**config.mk**
```make
export PLATFORM = sky130hd
export DESIGN_NAME = tomasulo_core
export DESIGN_NICKNAME = d
export VERILOG_FILES = /design/src/design/core_pkg.sv /design/src/design/dispatch_unit.sv /design/src/design/rs_slot.sv /design/src/design/cdb_arbiter.sv /design/src/design/tomasulo_core.sv
export SDC_FILE = /design/constraint.sdc
export NUM_CORES = 1
export LEC_CHECK = 0
export BUFFER_PORTS_ARGS = -buffer_cell sky130_fd_sc_hd__buf_2
export CAP_MARGIN = 20
export CORE_UTILIZATION = 35
export DETAILED_ROUTE_END_ITERATION = 6
export PLACE_DENSITY = 0.51
export REMOVE_ABC_BUFFERS = 1
export SYNTH_ARGS = -nofsm -noshare
export SYNTH_HDL_FRONTEND = slang
export SYNTH_SLANG_ARGS = --single-unit
export TNS_END_PERCENT = 30
```
**constraint.sdc**
```tcl
create_clock -name clock -period 3.5 [get_ports clock]
set_input_delay 0.525 -clock clock [delete_from_list [all_inputs] [get_ports clock]]
set_output_delay 0.525 -clock clock [all_outputs]
set_load 0.01 [all_outputs]
```
**src/design/core_pkg.sv**
```systemverilog
// Core widths, sizes, opcode encoding and slot state encoding
`default_nettype none

package core_pkg;

    ////////////////////////////////////////////////////////////////////////////
    // Sizes
    ////////////////////////////////////////////////////////////////////////////

    // Reservation station slots, also the source's starting credit count
    localparam int NUM_SLOTS = 4;
    // Architectural registers
    localparam int NUM_REGS  = 8;
    localparam int DATA_W    = 16;
    // Tag names the producing slot
    localparam int TAG_W     = $clog2(NUM_SLOTS);
    localparam int REG_W     = $clog2(NUM_REGS);

    ////////////////////////////////////////////////////////////////////////////
    // Types
    ////////////////////////////////////////////////////////////////////////////

    // Operand or result value
    typedef logic [DATA_W-1:0] data_t;
    // Architectural register index
    typedef logic [REG_W-1:0]  reg_idx_t;
    // Slot index of a pending producer
    typedef logic [TAG_W-1:0]  tag_t;

    // Opcodes, LI takes its result from the immediate
    typedef enum logic [1:0] {
        OP_ADD = 2'd0,
        OP_SUB = 2'd1,
        OP_XOR = 2'd2,
        OP_LI  = 2'd3
    } op_t;

    // Slot life cycle
    typedef enum logic [1:0] {
        SLOT_FREE  = 2'd0,
        SLOT_WAIT  = 2'd1,
        SLOT_READY = 2'd2,
        SLOT_DONE  = 2'd3
    } slot_state_t;

endpackage

`default_nettype wire

```
**src/design/dispatch_unit.sv**
```systemverilog
// Register file, map table, source operand read with CDB bypass and free slot choice
`timescale 1ns/10ps
`default_nettype none

module dispatch_unit (
    input  logic                              clock,
    input  logic                              reset,
    // Incoming instruction
    input  logic                              inst_valid,
    input  core_pkg::op_t                     inst_op,
    input  core_pkg::reg_idx_t                inst_dest,
    input  core_pkg::reg_idx_t                inst_src_a,
    input  core_pkg::reg_idx_t                inst_src_b,
    input  core_pkg::data_t                   inst_imm,
    // Slot occupancy
    input  logic [core_pkg::NUM_SLOTS-1:0]    slot_busy,
    // Common data bus
    input  logic                              cdb_valid,
    input  core_pkg::tag_t                    cdb_tag,
    input  core_pkg::data_t                   cdb_value,
    // Architectural read port
    input  core_pkg::reg_idx_t                rd_idx,
    // Allocation to slots
    output logic [core_pkg::NUM_SLOTS-1:0]    alloc,
    output core_pkg::op_t                     alloc_op,
    output core_pkg::data_t                   alloc_val_a,
    output core_pkg::data_t                   alloc_val_b,
    output core_pkg::tag_t                    alloc_tag_a,
    output core_pkg::tag_t                    alloc_tag_b,
    output logic                              alloc_wait_a,
    output logic                              alloc_wait_b,
    output core_pkg::data_t                   rd_data
);

    // Architectural values
    core_pkg::data_t                   regs    [core_pkg::NUM_REGS];
    // Map table, pending flag plus producer tag per register
    logic [core_pkg::NUM_REGS-1:0]     pending;
    core_pkg::tag_t                    map_tag [core_pkg::NUM_REGS];

    core_pkg::tag_t                    free_tag;
    logic                              free_any;
    logic                              do_alloc;

    ////////////////////////////////////////////////////////////////////////////
    // Source operand resolution
    ////////////////////////////////////////////////////////////////////////////

    // Register value, same-cycle broadcast, or pending tag
    function automatic void resolve_src(
        input  core_pkg::reg_idx_t src,
        output core_pkg::data_t    val,
        output core_pkg::tag_t     tag,
        output logic               wait_flag
    );
        logic hit;
        hit       = pending[src] && cdb_valid && (cdb_tag == map_tag[src]);
        tag       = map_tag[src];
        wait_flag = pending[src] && !hit;
        // Bypass beats the stale register copy
        val       = hit ? cdb_value : regs[src];
    endfunction

    always_comb begin
        resolve_src(inst_src_a, alloc_val_a, alloc_tag_a, alloc_wait_a);
        resolve_src(inst_src_b, alloc_val_b, alloc_tag_b, alloc_wait_b);
        // Load immediate ignores both sources
        if (inst_op == core_pkg::OP_LI) begin
            alloc_val_a  = inst_imm;
            alloc_val_b  = '0;
            alloc_wait_a = 1'b0;
            alloc_wait_b = 1'b0;
        end
    end

    assign alloc_op = inst_op;

    ////////////////////////////////////////////////////////////////////////////
    // Slot selection
    ////////////////////////////////////////////////////////////////////////////

    // Lowest numbered free slot wins, scan downward so the last hit is lowest
    always_comb begin
        free_tag = '0;
        free_any = 1'b0;
        for (int i = core_pkg::NUM_SLOTS - 1; i >= 0; i--) begin
            if (!slot_busy[i]) begin
                free_tag = core_pkg::tag_t'(i);
                free_any = 1'b1;
            end
        end
    end

    assign do_alloc = inst_valid && free_any;

    // One-hot allocate strobe
    always_comb begin
        for (int i = 0; i < core_pkg::NUM_SLOTS; i++) begin
            alloc[i] = do_alloc && (free_tag == core_pkg::tag_t'(i));
        end
    end

    ////////////////////////////////////////////////////////////////////////////
    // Register file and map table update
    ////////////////////////////////////////////////////////////////////////////

    always_ff @(posedge clock) begin
        if (reset) begin
            pending <= '0;
            for (int r = 0; r < core_pkg::NUM_REGS; r++) begin
                regs[r]    <= '0;
                map_tag[r] <= '0;
            end
        end else begin
            // Write back only where the register still waits on this tag
            if (cdb_valid) begin
                for (int r = 0; r < core_pkg::NUM_REGS; r++) begin
                    if (pending[r] && (map_tag[r] == cdb_tag)) begin
                        regs[r]    <= cdb_value;
                        pending[r] <= 1'b0;
                    end
                end
            end
            // Rename comes last so it overrides a same-cycle clear
            if (do_alloc) begin
                pending[inst_dest] <= 1'b1;
                map_tag[inst_dest] <= free_tag;
            end
        end
    end

    // Committed state only, no bypass
    assign rd_data = regs[rd_idx];

endmodule

`default_nettype wire

```
**src/design/rs_slot.sv**
```systemverilog
// One reservation station entry with operand capture, CDB snoop and ALU
`timescale 1ns/10ps
`default_nettype none

module rs_slot (
    input  logic                 clock,
    input  logic                 reset,
    // Allocation from dispatch
    input  logic                 alloc,
    input  core_pkg::op_t        alloc_op,
    input  core_pkg::data_t      alloc_val_a,
    input  core_pkg::data_t      alloc_val_b,
    input  core_pkg::tag_t       alloc_tag_a,
    input  core_pkg::tag_t       alloc_tag_b,
    input  logic                 alloc_wait_a,
    input  logic                 alloc_wait_b,
    // Arbiter grant for this slot
    input  logic                 grant,
    // Common data bus
    input  logic                 cdb_valid,
    input  core_pkg::tag_t       cdb_tag,
    input  core_pkg::data_t      cdb_value,
    output logic                 busy,
    output logic                 done,
    output core_pkg::data_t      result
);

    core_pkg::slot_state_t  state;

    // Captured instruction
    core_pkg::op_t          op;
    core_pkg::data_t        val_a;
    core_pkg::data_t        val_b;
    core_pkg::tag_t         tag_a;
    core_pkg::tag_t         tag_b;
    logic                   wait_a;
    logic                   wait_b;

    logic                   take;
    logic                   snoop_a;
    logic                   snoop_b;
    core_pkg::data_t        alu_out;

    // Accept only into an empty entry
    assign take    = alloc && (state == core_pkg::SLOT_FREE);

    // Broadcast matches a missing operand
    assign snoop_a = wait_a && cdb_valid && (cdb_tag == tag_a);
    assign snoop_b = wait_b && cdb_valid && (cdb_tag == tag_b);

    ////////////////////////////////////////////////////////////////////////////
    // Slot FSM
    ////////////////////////////////////////////////////////////////////////////

    always_ff @(posedge clock) begin
        if (reset) begin
            state  <= core_pkg::SLOT_FREE;
            wait_a <= 1'b0;
            wait_b <= 1'b0;
        end else begin
            case (state)
                core_pkg::SLOT_FREE: begin
                    if (take) begin
                        wait_a <= alloc_wait_a;
                        wait_b <= alloc_wait_b;
                        state  <= (alloc_wait_a || alloc_wait_b) ? core_pkg::SLOT_WAIT
                                                                 : core_pkg::SLOT_READY;
                    end
                end
                core_pkg::SLOT_WAIT: begin
                    wait_a <= wait_a && !snoop_a;
                    wait_b <= wait_b && !snoop_b;
                    // Both present after this edge
                    if ((!wait_a || snoop_a) && (!wait_b || snoop_b)) begin
                        state <= core_pkg::SLOT_READY;
                    end
                end
                // Result register loads on this edge
                core_pkg::SLOT_READY: state <= core_pkg::SLOT_DONE;
                // Hold until the arbiter takes it
                core_pkg::SLOT_DONE: begin
                    if (grant) begin
                        state <= core_pkg::SLOT_FREE;
                    end
                end
                default: state <= core_pkg::SLOT_FREE;
            endcase
        end
    end

    ////////////////////////////////////////////////////////////////////////////
    // Operands and result
    ////////////////////////////////////////////////////////////////////////////

    always_ff @(posedge clock) begin
        if (take) begin
            op    <= alloc_op;
            val_a <= alloc_val_a;
            val_b <= alloc_val_b;
            tag_a <= alloc_tag_a;
            tag_b <= alloc_tag_b;
        end else if (state == core_pkg::SLOT_WAIT) begin
            if (snoop_a) begin
                val_a <= cdb_value;
            end
            if (snoop_b) begin
                val_b <= cdb_value;
            end
        end
        if (state == core_pkg::SLOT_READY) begin
            result <= alu_out;
        end
    end

    // 16-bit wrapping arithmetic
    always_comb begin
        case (op)
            core_pkg::OP_ADD: alu_out = val_a + val_b;
            core_pkg::OP_SUB: alu_out = val_a - val_b;
            core_pkg::OP_XOR: alu_out = val_a ^ val_b;
            default:          alu_out = val_a;
        endcase
    end

    assign busy = (state != core_pkg::SLOT_FREE);
    assign done = (state == core_pkg::SLOT_DONE);

endmodule

`default_nettype wire

```
**src/design/cdb_arbiter.sv**
```systemverilog
// Round-robin CDB arbiter with registered broadcast and credit return
`timescale 1ns/10ps
`default_nettype none

module cdb_arbiter (
    input  logic                              clock,
    input  logic                              reset,
    input  logic [core_pkg::NUM_SLOTS-1:0]    done,
    input  core_pkg::data_t                   result [core_pkg::NUM_SLOTS],
    output logic [core_pkg::NUM_SLOTS-1:0]    grant,
    output logic                              cdb_valid,
    output core_pkg::tag_t                    cdb_tag,
    output core_pkg::data_t                   cdb_value,
    output logic                              credit_return
);

    // Search starts here, one past the last winner
    core_pkg::tag_t  rr_ptr;
    core_pkg::tag_t  winner;
    logic            found;

    ////////////////////////////////////////////////////////////////////////////
    // Winner search
    ////////////////////////////////////////////////////////////////////////////

    always_comb begin
        core_pkg::tag_t idx;
        winner = '0;
        found  = 1'b0;
        for (int i = 0; i < core_pkg::NUM_SLOTS; i++) begin
            // Tag width wraps the index around the ring
            idx = core_pkg::tag_t'(rr_ptr + core_pkg::tag_t'(i));
            if (!found && done[idx]) begin
                winner = idx;
                found  = 1'b1;
            end
        end
    end

    // One-hot grant, slot frees itself on the next edge
    always_comb begin
        for (int i = 0; i < core_pkg::NUM_SLOTS; i++) begin
            grant[i] = found && (winner == core_pkg::tag_t'(i));
        end
    end

    ////////////////////////////////////////////////////////////////////////////
    // Broadcast register
    ////////////////////////////////////////////////////////////////////////////

    always_ff @(posedge clock) begin
        if (reset) begin
            rr_ptr        <= '0;
            cdb_valid     <= 1'b0;
            credit_return <= 1'b0;
        end else begin
            cdb_valid     <= found;
            // Freed slot hands a credit back
            credit_return <= found;
            if (found) begin
                rr_ptr <= winner + 1'b1;
            end
        end
    end

    // Payload follows cdb_valid
    always_ff @(posedge clock) begin
        cdb_tag   <= winner;
        cdb_value <= result[winner];
    end

endmodule

`default_nettype wire

```
**src/design/tomasulo_core.sv**
```systemverilog
// Top level with dispatch unit, reservation station slots and CDB arbiter
`timescale 1ns/10ps
`default_nettype none

module tomasulo_core (
    input  logic                 clock,
    input  logic                 reset,
    // Instruction source
    input  logic                 inst_valid,
    input  core_pkg::op_t        inst_op,
    input  core_pkg::reg_idx_t   inst_dest,
    input  core_pkg::reg_idx_t   inst_src_a,
    input  core_pkg::reg_idx_t   inst_src_b,
    input  core_pkg::data_t      inst_imm,
    output logic                 credit_return,
    // Broadcast, visible outside for checking
    output logic                 cdb_valid,
    output core_pkg::tag_t       cdb_tag,
    output core_pkg::data_t      cdb_value,
    // Final state read
    input  core_pkg::reg_idx_t   rd_idx,
    output core_pkg::data_t      rd_data
);

    ////////////////////////////////////////////////////////////////////////////
    // Internal wires
    ////////////////////////////////////////////////////////////////////////////

    logic [core_pkg::NUM_SLOTS-1:0]  alloc;
    logic [core_pkg::NUM_SLOTS-1:0]  slot_busy;
    logic [core_pkg::NUM_SLOTS-1:0]  slot_done;
    logic [core_pkg::NUM_SLOTS-1:0]  grant;
    core_pkg::data_t                 slot_result [core_pkg::NUM_SLOTS];

    // Shared allocation bus, qualified per slot by alloc
    core_pkg::op_t                   alloc_op;
    core_pkg::data_t                 alloc_val_a;
    core_pkg::data_t                 alloc_val_b;
    core_pkg::tag_t                  alloc_tag_a;
    core_pkg::tag_t                  alloc_tag_b;
    logic                            alloc_wait_a;
    logic                            alloc_wait_b;

    dispatch_unit dispatch (
        .clock        (clock),
        .reset        (reset),
        .inst_valid   (inst_valid),
        .inst_op      (inst_op),
        .inst_dest    (inst_dest),
        .inst_src_a   (inst_src_a),
        .inst_src_b   (inst_src_b),
        .inst_imm     (inst_imm),
        .slot_busy    (slot_busy),
        .cdb_valid    (cdb_valid),
        .cdb_tag      (cdb_tag),
        .cdb_value    (cdb_value),
        .rd_idx       (rd_idx),
        .alloc        (alloc),
        .alloc_op     (alloc_op),
        .alloc_val_a  (alloc_val_a),
        .alloc_val_b  (alloc_val_b),
        .alloc_tag_a  (alloc_tag_a),
        .alloc_tag_b  (alloc_tag_b),
        .alloc_wait_a (alloc_wait_a),
        .alloc_wait_b (alloc_wait_b),
        .rd_data      (rd_data)
    );

    // Slot position is its tag
    for (genvar g = 0; g < core_pkg::NUM_SLOTS; g++) begin : gen_slot
        rs_slot slot (
            .clock        (clock),
            .reset        (reset),
            .alloc        (alloc[g]),
            .alloc_op     (alloc_op),
            .alloc_val_a  (alloc_val_a),
            .alloc_val_b  (alloc_val_b),
            .alloc_tag_a  (alloc_tag_a),
            .alloc_tag_b  (alloc_tag_b),
            .alloc_wait_a (alloc_wait_a),
            .alloc_wait_b (alloc_wait_b),
            .grant        (grant[g]),
            .cdb_valid    (cdb_valid),
            .cdb_tag      (cdb_tag),
            .cdb_value    (cdb_value),
            .busy         (slot_busy[g]),
            .done         (slot_done[g]),
            .result       (slot_result[g])
        );
    end

    cdb_arbiter arbiter (
        .clock         (clock),
        .reset         (reset),
        .done          (slot_done),
        .result        (slot_result),
        .grant         (grant),
        .cdb_valid     (cdb_valid),
        .cdb_tag       (cdb_tag),
        .cdb_value     (cdb_value),
        .credit_return (credit_return)
    );

endmodule

`default_nettype wire

```
# Yosys cells after proc, flatten, opt, wreduce, memory -nomap -nowiden
# Memory sizes are Yosys's and may differ from the RTL's.
# Index checks and enable logic that the tools add are counted.
# totals
ff_bits	261
latch_bits	0
ram_bits	144
romBits	0
input_bits	33
output_inout_bits	36
n_memories	2
# mem_list
memory	words	width	read_ports	rd_clocked_by_memory_dff	write_ports	line_no	text
dispatch.regs	8	16	3	0	8	dispatch_unit.sv:36	core_pkg::data_t regs [core_pkg::NUM_REGS];
dispatch.map_tag	8	2	10	0	8	dispatch_unit.sv:39	core_pkg::tag_t map_tag [core_pkg::NUM_REGS];
# classes
n_addsub	12
mul	0
div	0
n_lt_le_gt_ge	9
n_eq_ne	57
shifts	0
n_mux	159
bitwise_logic	14
n_reduce_logical	136
# ops
operator	n
16-bit two-way mux	38
16-bit case mux with 3 select lines	4
1-bit two-way mux	71
16-bit adder	4
16-bit subtractor	4
16-bit bitwise XOR	4
1-bit logical AND	59
2-bit two-way mux	22
2-bit nonzero test	20
2-bit equality test	18
2-bit equality test (second input constant)	17
16-bit binary-select mux with 2-bit select	1
2-bit case mux with 4 select lines	4
8-bit two-way mux	3
2-bit by 1-bit inequality test with 1-bit output (second input constant)	12
2-bit AND reduction	12
1-bit logical NOT	21
2-bit by 1-bit equality test with 1-bit output (second input constant)	10
2-bit logical NOT	10
1-bit case mux with 2 select lines	8
2-bit by 3-bit < comparator with 1-bit output (second input constant)	4
3-bit by 4-bit < comparator with 1-bit output (second input constant)	3
3-bit AND reduction	4
1-bit logical OR	9
other kinds (12)	25

# Longest topological paths before layout
# Gate-level depths: netlist of run 1.
# logic_depth
ltp_word	17
ltp_mapped	15
mapped_depth_nobuf	15

# Hierarchy
# From an unflattened synthesis of run 1, not the netlist that was laid out.
# unflattened
hier_cells	2489
hier_area_um2	26275.2
# modules_own_cells
mod	n_inst	cells_per_inst	area_per_inst_um2	seq_area_each_um2
rs_slot (gen_slot[0].slot ...)	3	412	3837.4	1701.6
dispatch_unit	1	740	9738.1	4484.3
rs_slot (gen_slot[3].slot)	1	414	3898.7	1701.6
cdb_arbiter	1	99	1126.1	420.4

# Worst setup path before layout of run 1
# No wires, ideal clock.
# synth_timing
path_kind	flip-flop to flip-flop
from	register gen_slot[3].slot.val_b[4]
to	register gen_slot[3].slot.result[15], data pin
arrival_time_ns	3.243
t_required_ns	3.231
setup_slack_ns	-0.012
path_stages_with_launch	14
period_less_slack_ns	3.512
path_cell_list	edfxtp_1 > nor4_1 > nor4b_2 > a21oi_1 > xnor2_1 > ha_1 > inv_1 > o22ai_1 > or3_1 > o221ai_1 > o21ai_0 > a311oi_1 > o31ai_1 > xor2_1
# synth_between
elab_chain_cells	2
elab_cells_between_ends	3
# synth_rtl
item	line_no	text
from (decl)	rs_slot.sv:33	core_pkg::data_t val_b;
from (signal assigned)	rs_slot.sv:99	val_b <= alloc_val_b;
from (signal assigned)	rs_slot.sv:107	val_b <= cdb_value;
16-bit subtractor / 16-bit adder (equally long branches)	rs_slot.sv:119, rs_slot.sv:118	
16-bit case mux with 3 select lines *	rs_slot.sv:117	case (op)
net gen_slot[3].slot.alu_out[15]	rs_slot.sv:42	core_pkg::data_t alu_out;
to (signal assigned)	rs_slot.sv:111	result <= alu_out;
to (decl)	rs_slot.sv:25	output core_pkg::data_t result
# Mark *: on every way through the listed nets, which the timed path passes. The rest lies on a longest branch.
# A chain may end at the register's enable or synchronous reset.

# Final worst setup path of run 1
# layout_timing
from	register gen_slot[3].slot.val_b[3]
to	register gen_slot[3].slot.result[15], data pin
# The elaborated chain is that of the path after synthesis.

==> key figures, run 1 <==
Clock tree
  • TritonCTS sink count: around 400
  • CTS tree: yes
  • Hold_buf cts: 0
  • TritonCTS Buffers: 48
  • Clk_lat worst skew: around 600 ps
  • Root buf cell: clkbuf_16
  • Clock slew at reported path FFs: ~60 ps
  • Number of H-tree levels: 2
  • Longest Clk Path Bufs: 3

Global routing
  • Initial antenna violation count: 3
  • Number of global-route vias before repair: ~19000
  • Global Route Usage Sum: approximately 22%
  • Grt ovf: 0
  • Largest net degree at the start of global routing: 35
  • First-pass GRT wire length: 120800 um

Timing
  • Setup Viol. Count Final: 0
  • Clock Skews: between 30 and 40 ps
  • Setup TNS: 0 ps
  • Pins Over Slew Limit: 0
  • RSZ-0062 raised after global routing: true
  • Worst Tran Pin Value: approximately 1000 ps
  • FMAX: about 290 MHz
  • Final Hold Vio Count: 0
  • Hold Worst Slack: between 300 and 400 ps
  • Post-layout min period: between 3000 and 4000 ps
  • Slew HR: between 30% and 40%
  • Final period util: ~100%

Detailed routing
  • Drt drc: 0
  • Post-DR wirelength/cell: approximately 24 um
  • Drt pass-1 iters: 5
  • Antenna viol nets, final: 0
  • Avg Vias per Cell: around 5.5
  • Post-Route WL: approximately 84000 um
  • Drt initial violations: around 1800
  • Via count: about 19000

Placed design
  • GPL Wtd Cong: 0.8961
  • HPWL Detailed: 59860 um
  • Port Buffers: between 60 and 70

Synthesis
  • Number of synthesized flops with an enable pin: 360
  • Netlist cell types: 77
  • Cell taking the most area after synthesis: edfxtp_1
  • Ys Warns: 0
  • Share of the synthesized area in the top cell type: between 40% and 50%
  • Ys flop type: edfxtp_1
  • Synthesized area per cell: 10.78 sq um
  • Mapped Cells: around 2300
  • Synth top area cells: edfxtp_1, mux4_2, xnor2_1
  • Sequential fraction of the synthesis area: 46.49%
  • Mapped cell area: roughly 25000 sq um
  • Flop and latch count out of synthesis: about 400
  • Ys async rst share: 0%

Setup path
  • Arr. time, crit path: between 3000 and 4000 ps
  • Reg2Reg Launch Point: gen_slot[3].slot.val_b[3]
  • Reg2reg end: gen_slot[3].slot.result[15]
  • R2R setup slack: around 0.93 ps
  • Register-to-Register Path Depth: 15
  • Critical-path maximum fanout: 3
  • CP Capture Type: register
  • CP Class: reg -> reg
  • Startpoint Class: register
  • Critical path required time: around 3800 ps

Floorplan
  • Die Wd: roughly 270 um
  • # IOs: 69
  • Core Footprint: 71360 sq um
  • Die Y: 270.3 um
  • Initial Util: a little over a third
  • Cell Rows: 98
  • DIE AREA: 73060 sq um

Worst hold path
  • Hold Path Depth: 3
  • Worst hold-check path type: in -> reg
  • Sink of the worst hold path: dispatch.pending[6]
  • Min-delay src: inst_dest[1]

Cells and area
  • P&R area growth vs syn: 17.04%
  • Antenna diode instance count: 0
  • Commonest non-fill, non-tap cells in the layout: edfxtp_1, nor2_1, nand2_1
  • Most common cell after layout, fill and taps aside: edfxtp_1
  • Share of cells above drive strength 1: approximately 22%
  • Fin nets: roughly 2600

Power and ir drop
  • Peak supply drop: about 0.00035 V
  • Leak: around 11 nW
  • Power Dens Cells: about 760 nW/um^2

Flow run
  • Max_cap viols: 0

Run status
  • Status: completed
[routing by layer]
metal | share of wire, % | GRT usage [%] | vias up
met5 | 0.014 | 0 | -
met2 | 46 | 35.72 | 731
met3 | 7.0 | 3.201 | 153
met4 | 4.2 | 9.277 | 2
li1 | - | - | 8873
met1 | 43 | 30.39 | 9488
[worst max-delay path by stage]
| stage | to | depth (start not counted) | start | slack (ps) |
|---|---|---|---|---|
| final | gen_slot[3].slot.result[15] | 15 | gen_slot[3].slot.val_b[3] | 0.9 |
| after global routing | gen_slot[3].slot.result[15] | 15 | gen_slot[3].slot.val_b[3] | -160 |
| after CTS | gen_slot[1].slot.result[15] | 14 | gen_slot[1].slot.val_b[4] | -7 |
| after detailed placement | gen_slot[2].slot.result[15] | 14 | gen_slot[2].slot.val_b[4] | -90 |
| after global placement | gen_slot[2].slot.result[15] | 14 | gen_slot[2].slot.val_b[4] | -70 |
| after floorplan | gen_slot[2].slot.state[0] | 11 | gen_slot[0].slot.state[1] | -290 |
[per-stage QoR]
stage | setup slack (ps) | cell area [sq um] | total power [mW] | instances | util (%)
floorplan | -291.8 | 24620 | 13.31 | 2215 | -
global placement | -65.79 | 27490 | 16.58 | 3400 | 38.52
detailed placement | -94.14 | 27490 | 16.77 | 3400 | 38.52
CTS | -7.277 | 29180 | 22.12 | 3490 | 40.89
global route | -163.7 | 29490 | 23.61 | 3503 | 41.32
finish | 0.9326 | 29490 | 22.36 | 3503 | 41.32
[power by group]
part / switching (mW) / internal [mW] / total, mW
combinational: 5.36 / 3.73 / 9.09
clock: 2.15 / 3.16 / 5.31
sequential: 1.09 / 6.87 / 7.96
[timing repair]
action                     in CTS  in global routing
pin swaps                       0                 22
setup buffers                   0                 13
setup endpoints to repair       5                 17
gates resized for setup         7                 44
[final cells by class]
type,count,area [sq um]
Multi-Input combinational cell,1714,12810
Inverter,96,360.3
Clock inverter,30,351.6
Clock buffer,60,1297
Timing Repair Buffer,248,1767
Fill cell,6924,41880
Tap cell,950,1189
Sequential cell,405,11710
[registers in the layout, indices dropped and copies added, names as in the netlist, 16 cells and up]
register	cells
dispatch.map_tag	16
arbiter.cdb_value	16
gen_slot.slot.val_b	64
gen_slot.slot.val_a	64
dispatch.regs	128
gen_slot.slot.result	64
[Yosys cell counts (5+ instances only)]
library cell    n
o21ai_0       122
and3_1         24
nand3b_1        6
a21o_1          8
o21a_1         28
xnor2_1       138
nor2_1        285
nand3_1        21
buf_2          33
edfxtp_1      360
nand4_1         8
a31oi_1        29
nor3_1         44
dfxtp_1        45
mux4_2        108
inv_1          94
o22ai_4         9
nor4_1         11
ha_1           86
o22ai_1        13
or3_1           5
clkbuf_1       72
a21oi_1       158
buf_1           6
mux2_2         36
nor3b_1         7
xor2_1         26
a211oi_1       14
a21boi_0        7
nor2b_1        26
mux2i_1        25
o31ai_1        37
o21ai_1         5
nand2b_1       92
buf_6           6
nand2_1       251
[worst max-delay path, stage by stage (launching register included)]
cell and delay (ps):
edfxtp_1 410, nor4_2 300, buf_4 170, nor4b_4 270, nor2_1 100, xnor2_1 150
ha_1 340, and4_1 210, o211ai_1 110, a21oi_2 180, o221ai_2 130, buf_4 160
o21a_1 160, a311oi_1 250, o31ai_1 130, xor2_1 160
[kinds of logic after synthesis]
kind of cell               after synthesis  share of synthesized area (%)
AOI/OAI and AO/OA                      475                          11.85
xor gates and xnor gates               168                          5.960
adders and majority gates               90                          4.589
buffers and inverters                  217                          3.685
DFF                                    405                          46.49
muxes                                  173                          12.61
and+or+nand+nor                        808                          14.82
Power figures use the tool's default switching activity.
==> run 2, diff against run 1 <==
--- a/config.mk
+++ b/config.mk
@@ -5,7 +5,7 @@
 export SDC_FILE = /design/constraint.sdc
 export NUM_CORES = 1
 export LEC_CHECK = 0
-export BUFFER_PORTS_ARGS = -buffer_cell sky130_fd_sc_hd__buf_2
+export BUFFER_PORTS_ARGS = -buffer_cell sky130_fd_sc_hd__clkbuf_2
 export CAP_MARGIN = 20
 export CORE_UTILIZATION = 35
 export DETAILED_ROUTE_END_ITERATION = 6
==> run 2 against run 1 <==
  * Die area is the same
  * Clock power is 2% lower
  * Sequential share of layout area grew 0.10 points
  * Worst hold slack got worse by 40 ps
  * Final cell count hardly changed
  * Routed wire length grew 0.58%
  * Non-clock buffer count fell by 1
  * Power down 0.26%
  * Worst setup slack improved by 15 ps
  * Via count about the same
  * Utilization shrank 0.11 points
  * Register-to-register slack better by 20 ps
  * Critical endpoint is now gen_slot[1].slot.result[15]
  * Largest cell class unchanged
==> key figures, run 2 (synthesis gave the netlist of run 1 again) <==
Power and ir drop
  • Power Total: 22.31 mW (-0.26%)
  • Power Dens Cells: 758.5 nW/um^2 (about the same)
  • Peak supply drop: 0.0004257 V (+20%)
  • Leak: 11.08 nW (-0.29%)

Timing
  • Hold Worst Slack: 291.1 ps (-40.19 ps)
  • Setup TNS: 0 ps (unchanged)
  • Final period util: 99.53% (-0.44 points)
  • Final Hold Vio Count: 0 (unchanged)
  • RSZ-0062 raised after global routing: true
  • Setup WS post-layout: 16.35 ps (+15.42 ps)
  • Setup Viol. Count Final: 0 (unchanged)
  • Slew HR: 29.47% (-2.0 points)
  • Post-layout min period: 3484 ps (-15.42 ps)
  • FMAX: 287.1 MHz (+0.44%)
  • Worst Tran Pin Value: 1058 ps (+30.66 ps)
  • Pins Over Slew Limit: 0 (unchanged)
  • Clock Skews: 42.40 ps (+7.607 ps)

Global routing
  • Grt ovf: 0 (unchanged)
  • Largest net degree at the start of global routing: 45 (+29%)
  • Initial antenna violation count: 2 (-1)
  • Global Route Usage Sum: 22.59% (+0.23 points)
  • Number of global-route vias before repair: 18920 (+0.34%)
  • First-pass GRT wire length: 122400 um (+1.3%)

Clock tree
  • Clock slew at reported path FFs: 60 ps (about the same)
  • CTS tree: yes
  • Clk_lat worst skew: 610 ps (about the same)
  • Longest Clk Path Bufs: 3 (unchanged)
  • TritonCTS Buffers: 47 (-2.1%)
  • Number of H-tree levels: 2 (unchanged)
  • TritonCTS sink count: 405 (unchanged)
  • Root buf cell: clkbuf_16

Detailed routing
  • Avg Vias per Cell: 5.497 (about the same)
  • Post-DR wirelength/cell: 24.02 um (+0.64%)
  • Drt drc: 0 (unchanged)
  • Via count: 19240 (-0.016%)
  • Antenna viol nets, final: 0 (unchanged)
  • Post-Route WL: 84100 um (+0.58%)
  • Drt initial violations: 1816 (+0.55%)
  • Drt pass-1 iters: 6 (+1)

Floorplan
  • DIE AREA: 73060 sq um (unchanged)
  • Die Y: 270.3 um (unchanged)
  • Cell Rows: 98 (unchanged)
  • Core Footprint: 71360 sq um (unchanged)
  • Die Wd: 270.3 um (unchanged)
  • Initial Util: 35.30% (unchanged)
  • # IOs: 69 (unchanged)

Setup path
  • Crit-path slowest cell: edfxtp_1
  • CP peak stage delay: 410 ps (about the same)
  • Critical path required time: 3820 ps (about the same)
  • Reg2reg end: gen_slot[1].slot.result[15]
  • CP Capture Type: register
  • R2R setup slack: 20 ps (+20 ps)
  • Buf/Inv on CP: 1 (-1)
  • Top Family by Delay on Critical Path: compound AO/OA/AOI/OAI gates
  • CP Class: reg -> reg
  • Register-to-Register Path Depth: 15 (unchanged)
  • Arr. time, crit path: 3810 ps (about the same)
  • Critical-path maximum fanout: 6 (+3)
  • Reg2Reg Launch Point: gen_slot[1].slot.val_b[4]
  • Startpoint Class: register
  • CP cell instances: nor4_2 > buf_4 > nand2_1 > nor2_2 > a21oi_1 > xnor2_1 > ha_1 > and4_1 > o211ai_1 > a31oi_2 > o221ai_4 > o21a_1 > a311oi_2 > o31ai_2 > xor2_1

Flow run
  • Max_cap viols: 0 (unchanged)

Placed design
  • GPL Wtd Cong: 0.8880 (-0.90%)
  • Post-DP Area: 27500 sq um (about the same)
  • Dpl ws: -151.2 ps (-57.05 ps)
  • HPWL Detailed: 60330 um (+0.78%)
  • Port Buffers: 68 (unchanged)

Cells and area
  • Commonest non-fill, non-tap cells in the layout: edfxtp_1, nor2_1, nand2_1
  • Number of flip-flops in the largest register: 128 (unchanged)
  • Share of cells above drive strength 1: 21.29% (-0.25 points)
  • Fin nets: 2634 (-0.076%)
  • Reg with most FFs: dispatch.regs
  • Design Area, Final: 29410 sq um (-0.26%)
  • P&R area growth vs syn: 16.74%
  • Most common cell after layout, fill and taps aside: edfxtp_1

Worst hold path
  • Min-delay src: inst_dest[1]
  • Hold Path Depth: 3 (unchanged)
  • Sink of the worst hold path: dispatch.pending[6]
  • Worst hold-check path type: in -> reg

Run status
  • Status: completed
==> run 2: where the power goes <==
part	internal, mW	switching (mW)	total (mW)
logic	3.74	5.40	9.14
clock network	3.03	2.17	5.20
registers	6.87	1.09	7.97
==> run 2: through the flow <==
stage / std cells / util [%]
floorplan: 2215 / -
global placement: 3402 / 38.53
detailed placement: 3402 / 38.53
CTS: 3490 / 40.84
global route: 3500 / 41.21
finish: 3501 / 41.21
==> run 2: timing repair <==
item / 4_1_cts / 5_1_grt
pin swaps: 0 / 8
endpoints found under the setup margin: 5 / 21
hold buffers: 0 / 0
resized for setup: 8 / 45
setup buffers: 0 / 10
==> run 2: worst reg2reg max path, cell delays in order, from the launching register on <==
cell and delay (ps):
edfxtp_1 410, nor4_2 290, buf_4 160, nand2_1 60, nor2_2 100, a21oi_1 100
xnor2_1 130, ha_1 390, and4_1 250, o211ai_1 120, a31oi_2 290, o221ai_4 160
o21a_1 210, a311oi_2 260, o31ai_2 120, xor2_1 150
==> run 2: worst max path at each step <==
stage                                         start                     endpoint  slack (ps)  cells past startpoint
after floorplan           gen_slot[0].slot.state[1]    gen_slot[2].slot.state[0]        -290                     11
after global placement    gen_slot[2].slot.val_b[4]  gen_slot[2].slot.result[15]         -60                     14
after detailed placement  gen_slot[1].slot.val_b[4]  gen_slot[1].slot.result[15]        -150                     14
after CTS                 gen_slot[3].slot.val_b[4]  gen_slot[3].slot.result[15]          -2                     15
after global routing      gen_slot[1].slot.val_b[4]  gen_slot[1].slot.result[15]        -170                     15
final                     gen_slot[1].slot.val_b[4]  gen_slot[1].slot.result[15]          20                     15
==> run 2: area by class of cell <==
type / instances / area (sq um)
inverters: 96 / 360.3
well taps: 950 / 1189
multi-input cells: 1714 / 12800
clock inverters: 29 / 325.3
diodes: 1 / 2.502
repair buffers: 247 / 1747
fillers: 6861 / 41950
flip-flops and latches: 405 / 11710
clock buffers: 59 / 1272
==> run 2: layer usage <==
metal | up-vias | part of all wire [%] | global-route usage, %
met5 | - | 0 | 0
met4 | 0 | 4.1 | 9.173
met3 | 151 | 6.8 | 2.907
met2 | 724 | 46 | 35.98
met1 | 9502 | 43 | 31.08
li1 | 8867 | - | -
==> run 3, diff against run 2 <==
--- a/config.mk
+++ b/config.mk
@@ -9,9 +9,9 @@
 export CAP_MARGIN = 20
 export CORE_UTILIZATION = 35
 export DETAILED_ROUTE_END_ITERATION = 6
-export PLACE_DENSITY = 0.51
+export PLACE_DENSITY_LB_ADDON = 0.25
 export REMOVE_ABC_BUFFERS = 1
 export SYNTH_ARGS = -nofsm -noshare
 export SYNTH_HDL_FRONTEND = slang
 export SYNTH_SLANG_ARGS = --single-unit
-export TNS_END_PERCENT = 30
+export TNS_END_PERCENT = 5
==> run 3 against run 2 <==
  * Clock-buffer cell count is 1 lower
  * Design area is 0.97% lower
  * First-iteration DRC count is 8.7% higher
  * Clock power is 3% lower
  * Sequential cell count stayed put
  * Critical path depth is 1 lower
  * Register-to-register slack better by 30 ps
  * Largest cell class unchanged
==> key figures, run 3 (synthesis gave the netlist of run 1 again) <==
Clock tree
  • Longest Clk Path Bufs: 3 (unchanged)
  • Clk_lat worst skew: 610 ps (about the same)
  • CTS tree: yes
  • Number of H-tree levels: 2 (unchanged)
  • Clock slew at reported path FFs: 60 ps (about the same)
  • TritonCTS Buffers: 47 (unchanged)
  • Root buf cell: clkbuf_16
  • TritonCTS sink count: 405 (unchanged)

Cells and area
  • Most common cell after layout, fill and taps aside: edfxtp_1
  • Fin nets: 2614 (-0.76%)
  • Reg with most FFs: dispatch.regs
  • Number of flip-flops in the largest register: 128 (unchanged)
  • Design Area, Final: 29120 sq um (-0.97%)
  • Final non-filler cell total: 3479 (-0.63%)
  • Commonest non-fill, non-tap cells in the layout: edfxtp_1, nor2_1, nand2_1
  • P&R area growth vs syn: 15.60%
  • Share of cells above drive strength 1: 20.21% (-1.1 points)

Run status
  • Status: completed

Power and ir drop
  • NetSw: 8.609 mW (-0.53%)
  • Sw frac: 39.03% (+0.23 points)
  • Peak supply drop: 0.0004434 V (+4.2%)
  • Flop pwr share: 36.2% (+0.5 points)
  • Power Dens Cells: 757.3 nW/um^2 (-0.15%)
  • Internal Power: 13.45 mW (-1.5%)
  • Leak: 10.93 nW (-1.3%)
  • Clock power frac: 22.9% (-0.4 points)
  • Gate power share: 40.9% (about the same)
  • Power Total: 22.06 mW (-1.1%)

Global routing
  • Grt ovf: 0 (unchanged)
  • Number of global-route vias before repair: 19080 (+0.86%)
  • Global Route Usage Sum: 22.07% (-0.52 points)
  • Initial antenna violation count: 0 (-2)
  • First-pass GRT wire length: 120800 um (-1.3%)
  • Largest net degree at the start of global routing: 35 (-22%)

Setup path
  • Arr. time, crit path: 3800 ps (about the same)
  • Critical-path maximum fanout: 4 (-2)
  • Startpoint Class: register
  • CP Class: reg -> reg
  • CP Capture Type: register
  • Critical path required time: 3850 ps (+30 ps)

Timing
  • Setup Viol. Count Final: 0 (unchanged)
  • Final period util: 98.56% (-0.98 points)
  • Clock Skews: 19.58 ps (-22.82 ps)
  • Slew HR: 34.59% (+5.1 points)
  • Final Hold Vio Count: 0 (unchanged)
  • Worst Tran Pin Value: 981.1 ps (-76.85 ps)
  • Setup WS post-layout: 50.52 ps (+34.17 ps)
  • Pins Over Slew Limit: 0 (unchanged)
  • RSZ-0062 raised after global routing: true
  • FMAX: 289.9 MHz (+0.99%)
  • Post-layout min period: 3449 ps (-34.17 ps)

Detailed routing
  • Antenna viol nets, final: 0 (unchanged)
  • Drt drc: 0 (unchanged)
  • Post-DR wirelength/cell: 23.50 um (-2.2%)
  • Via count: 19220 (-0.14%)
  • Drt pass-1 iters: 5 (-1)
  • Drt initial violations: 1974 (+8.7%)
  • Avg Vias per Cell: 5.524 (+0.50%)
  • Post-Route WL: 81750 um (-2.8%)

Floorplan
  • DIE AREA: 73060 sq um (unchanged)
  • Die Wd: 270.3 um (unchanged)
  • Initial Util: 35.30% (unchanged)
  • Die Y: 270.3 um (unchanged)
  • Core Footprint: 71360 sq um (unchanged)
  • Cell Rows: 98 (unchanged)
  • # IOs: 69 (unchanged)

Placed design
  • Port Buffers: 68 (unchanged)
  • HPWL Detailed: 59160 um (-1.9%)
  • Post-DP Area: 27380 sq um (-0.42%)
  • GPL Wtd Cong: 0.9150 (+3.0%)
  • Placed Instances: 3390 (-0.35%)
  • Dpl ws: -79.55 ps (+71.63 ps)

Flow run
  • Max_cap viols: 0 (unchanged)

Worst hold path
  • Worst hold-check path type: in -> reg
## run 3: cell count changes in the layout (fill, tap and decap cells not counted), moves of 2 or more
cell / change
a21oi_1: +3
o21ai_1: -4
clkbuf_1: +3
buf_4: -18
a21oi_2: -3
clkbuf_8: -3
o21ai_0: +4
buf_12: -2
## run 3: final cells by class
type | count | area [sq um]
diodes | 1 | 2.502
clock inverters | 28 | 324.1
well taps | 950 | 1189
fillers | 6899 | 42240
repair buffers | 227 | 1572
multi-input cells | 1714 | 12750
flip-flops and latches | 405 | 11710
clock buffers | 58 | 1217
inverters | 96 | 360.3
## run 3: critical path, cell delays in order, from the launching register on
cell	delay, ps
edfxtp_1	460
inv_1	140
ha_1	240
mux2_2	310
inv_1	70
ha_1	210
nor2b_1	150
o31ai_1	210
buf_4	170
a21bo_2	140
a21boi_0	110
o21ai_0	250
a211oi_1	150
o21a_1	200
o31ai_2	400
## run 3: power groups by stage
stage	sequential (mW)	combinational (mW)	clock (mW)
5_1_grt	8.07	9.86	5.29
3_3_place_gp	8.00	8.55	0
3_5_place_dp	8.05	8.75	0
4_1_cts	7.95	8.80	5.11
2_1_floorplan	7.68	5.64	0
6_report	7.99	9.02	5.05
## run 3: final timing paths
kind	from	endpoint	slack, ps	cells past startpoint
setup / recovery	gen_slot[1].slot.val_b[1]	gen_slot[1].slot.result[9]	50	14
hold reg to reg	gen_slot[2].slot.wait_a	gen_slot[2].slot.wait_a	500	2
setup reg to reg	gen_slot[1].slot.val_b[1]	gen_slot[1].slot.result[9]	50	14
hold / removal	inst_dest[1]	dispatch.pending[6]	320	3
## run 3: repair_timing
| action | in CTS | in global routing |
|---|---|---|
| buffers inserted | 0 | 2 |
| resized for setup | 7 | 34 |
| hold buffers | 0 | 0 |
| endpoints found under the setup margin | 5 | 21 |
| pin swaps | 0 | 7 |
## run 3: metal layers
metal	up-vias	wire length [um]	GRT usage, %	share of wire, %
met1	9491	34630	29.53	42
li1	8817	-	-	-
met3	152	5990	3.325	7.3
met4	0	2689	7.850	3.3
met2	758	38440	36.27	47
met5	-	0	0	0
## run 3: metrics by stage
step / TNS [ps] / hold slack, ps / util (%)
after floorplan: -1976 / 461.4 / -
after global placement: -353.2 / 491.1 / 38.37
after detailed placement: -166.9 / 495.0 / 38.37
after CTS: -48.34 / 286.7 / 40.58
after global routing: -635.0 / 343.3 / 40.81
final: 0 / 317.1 / 40.81
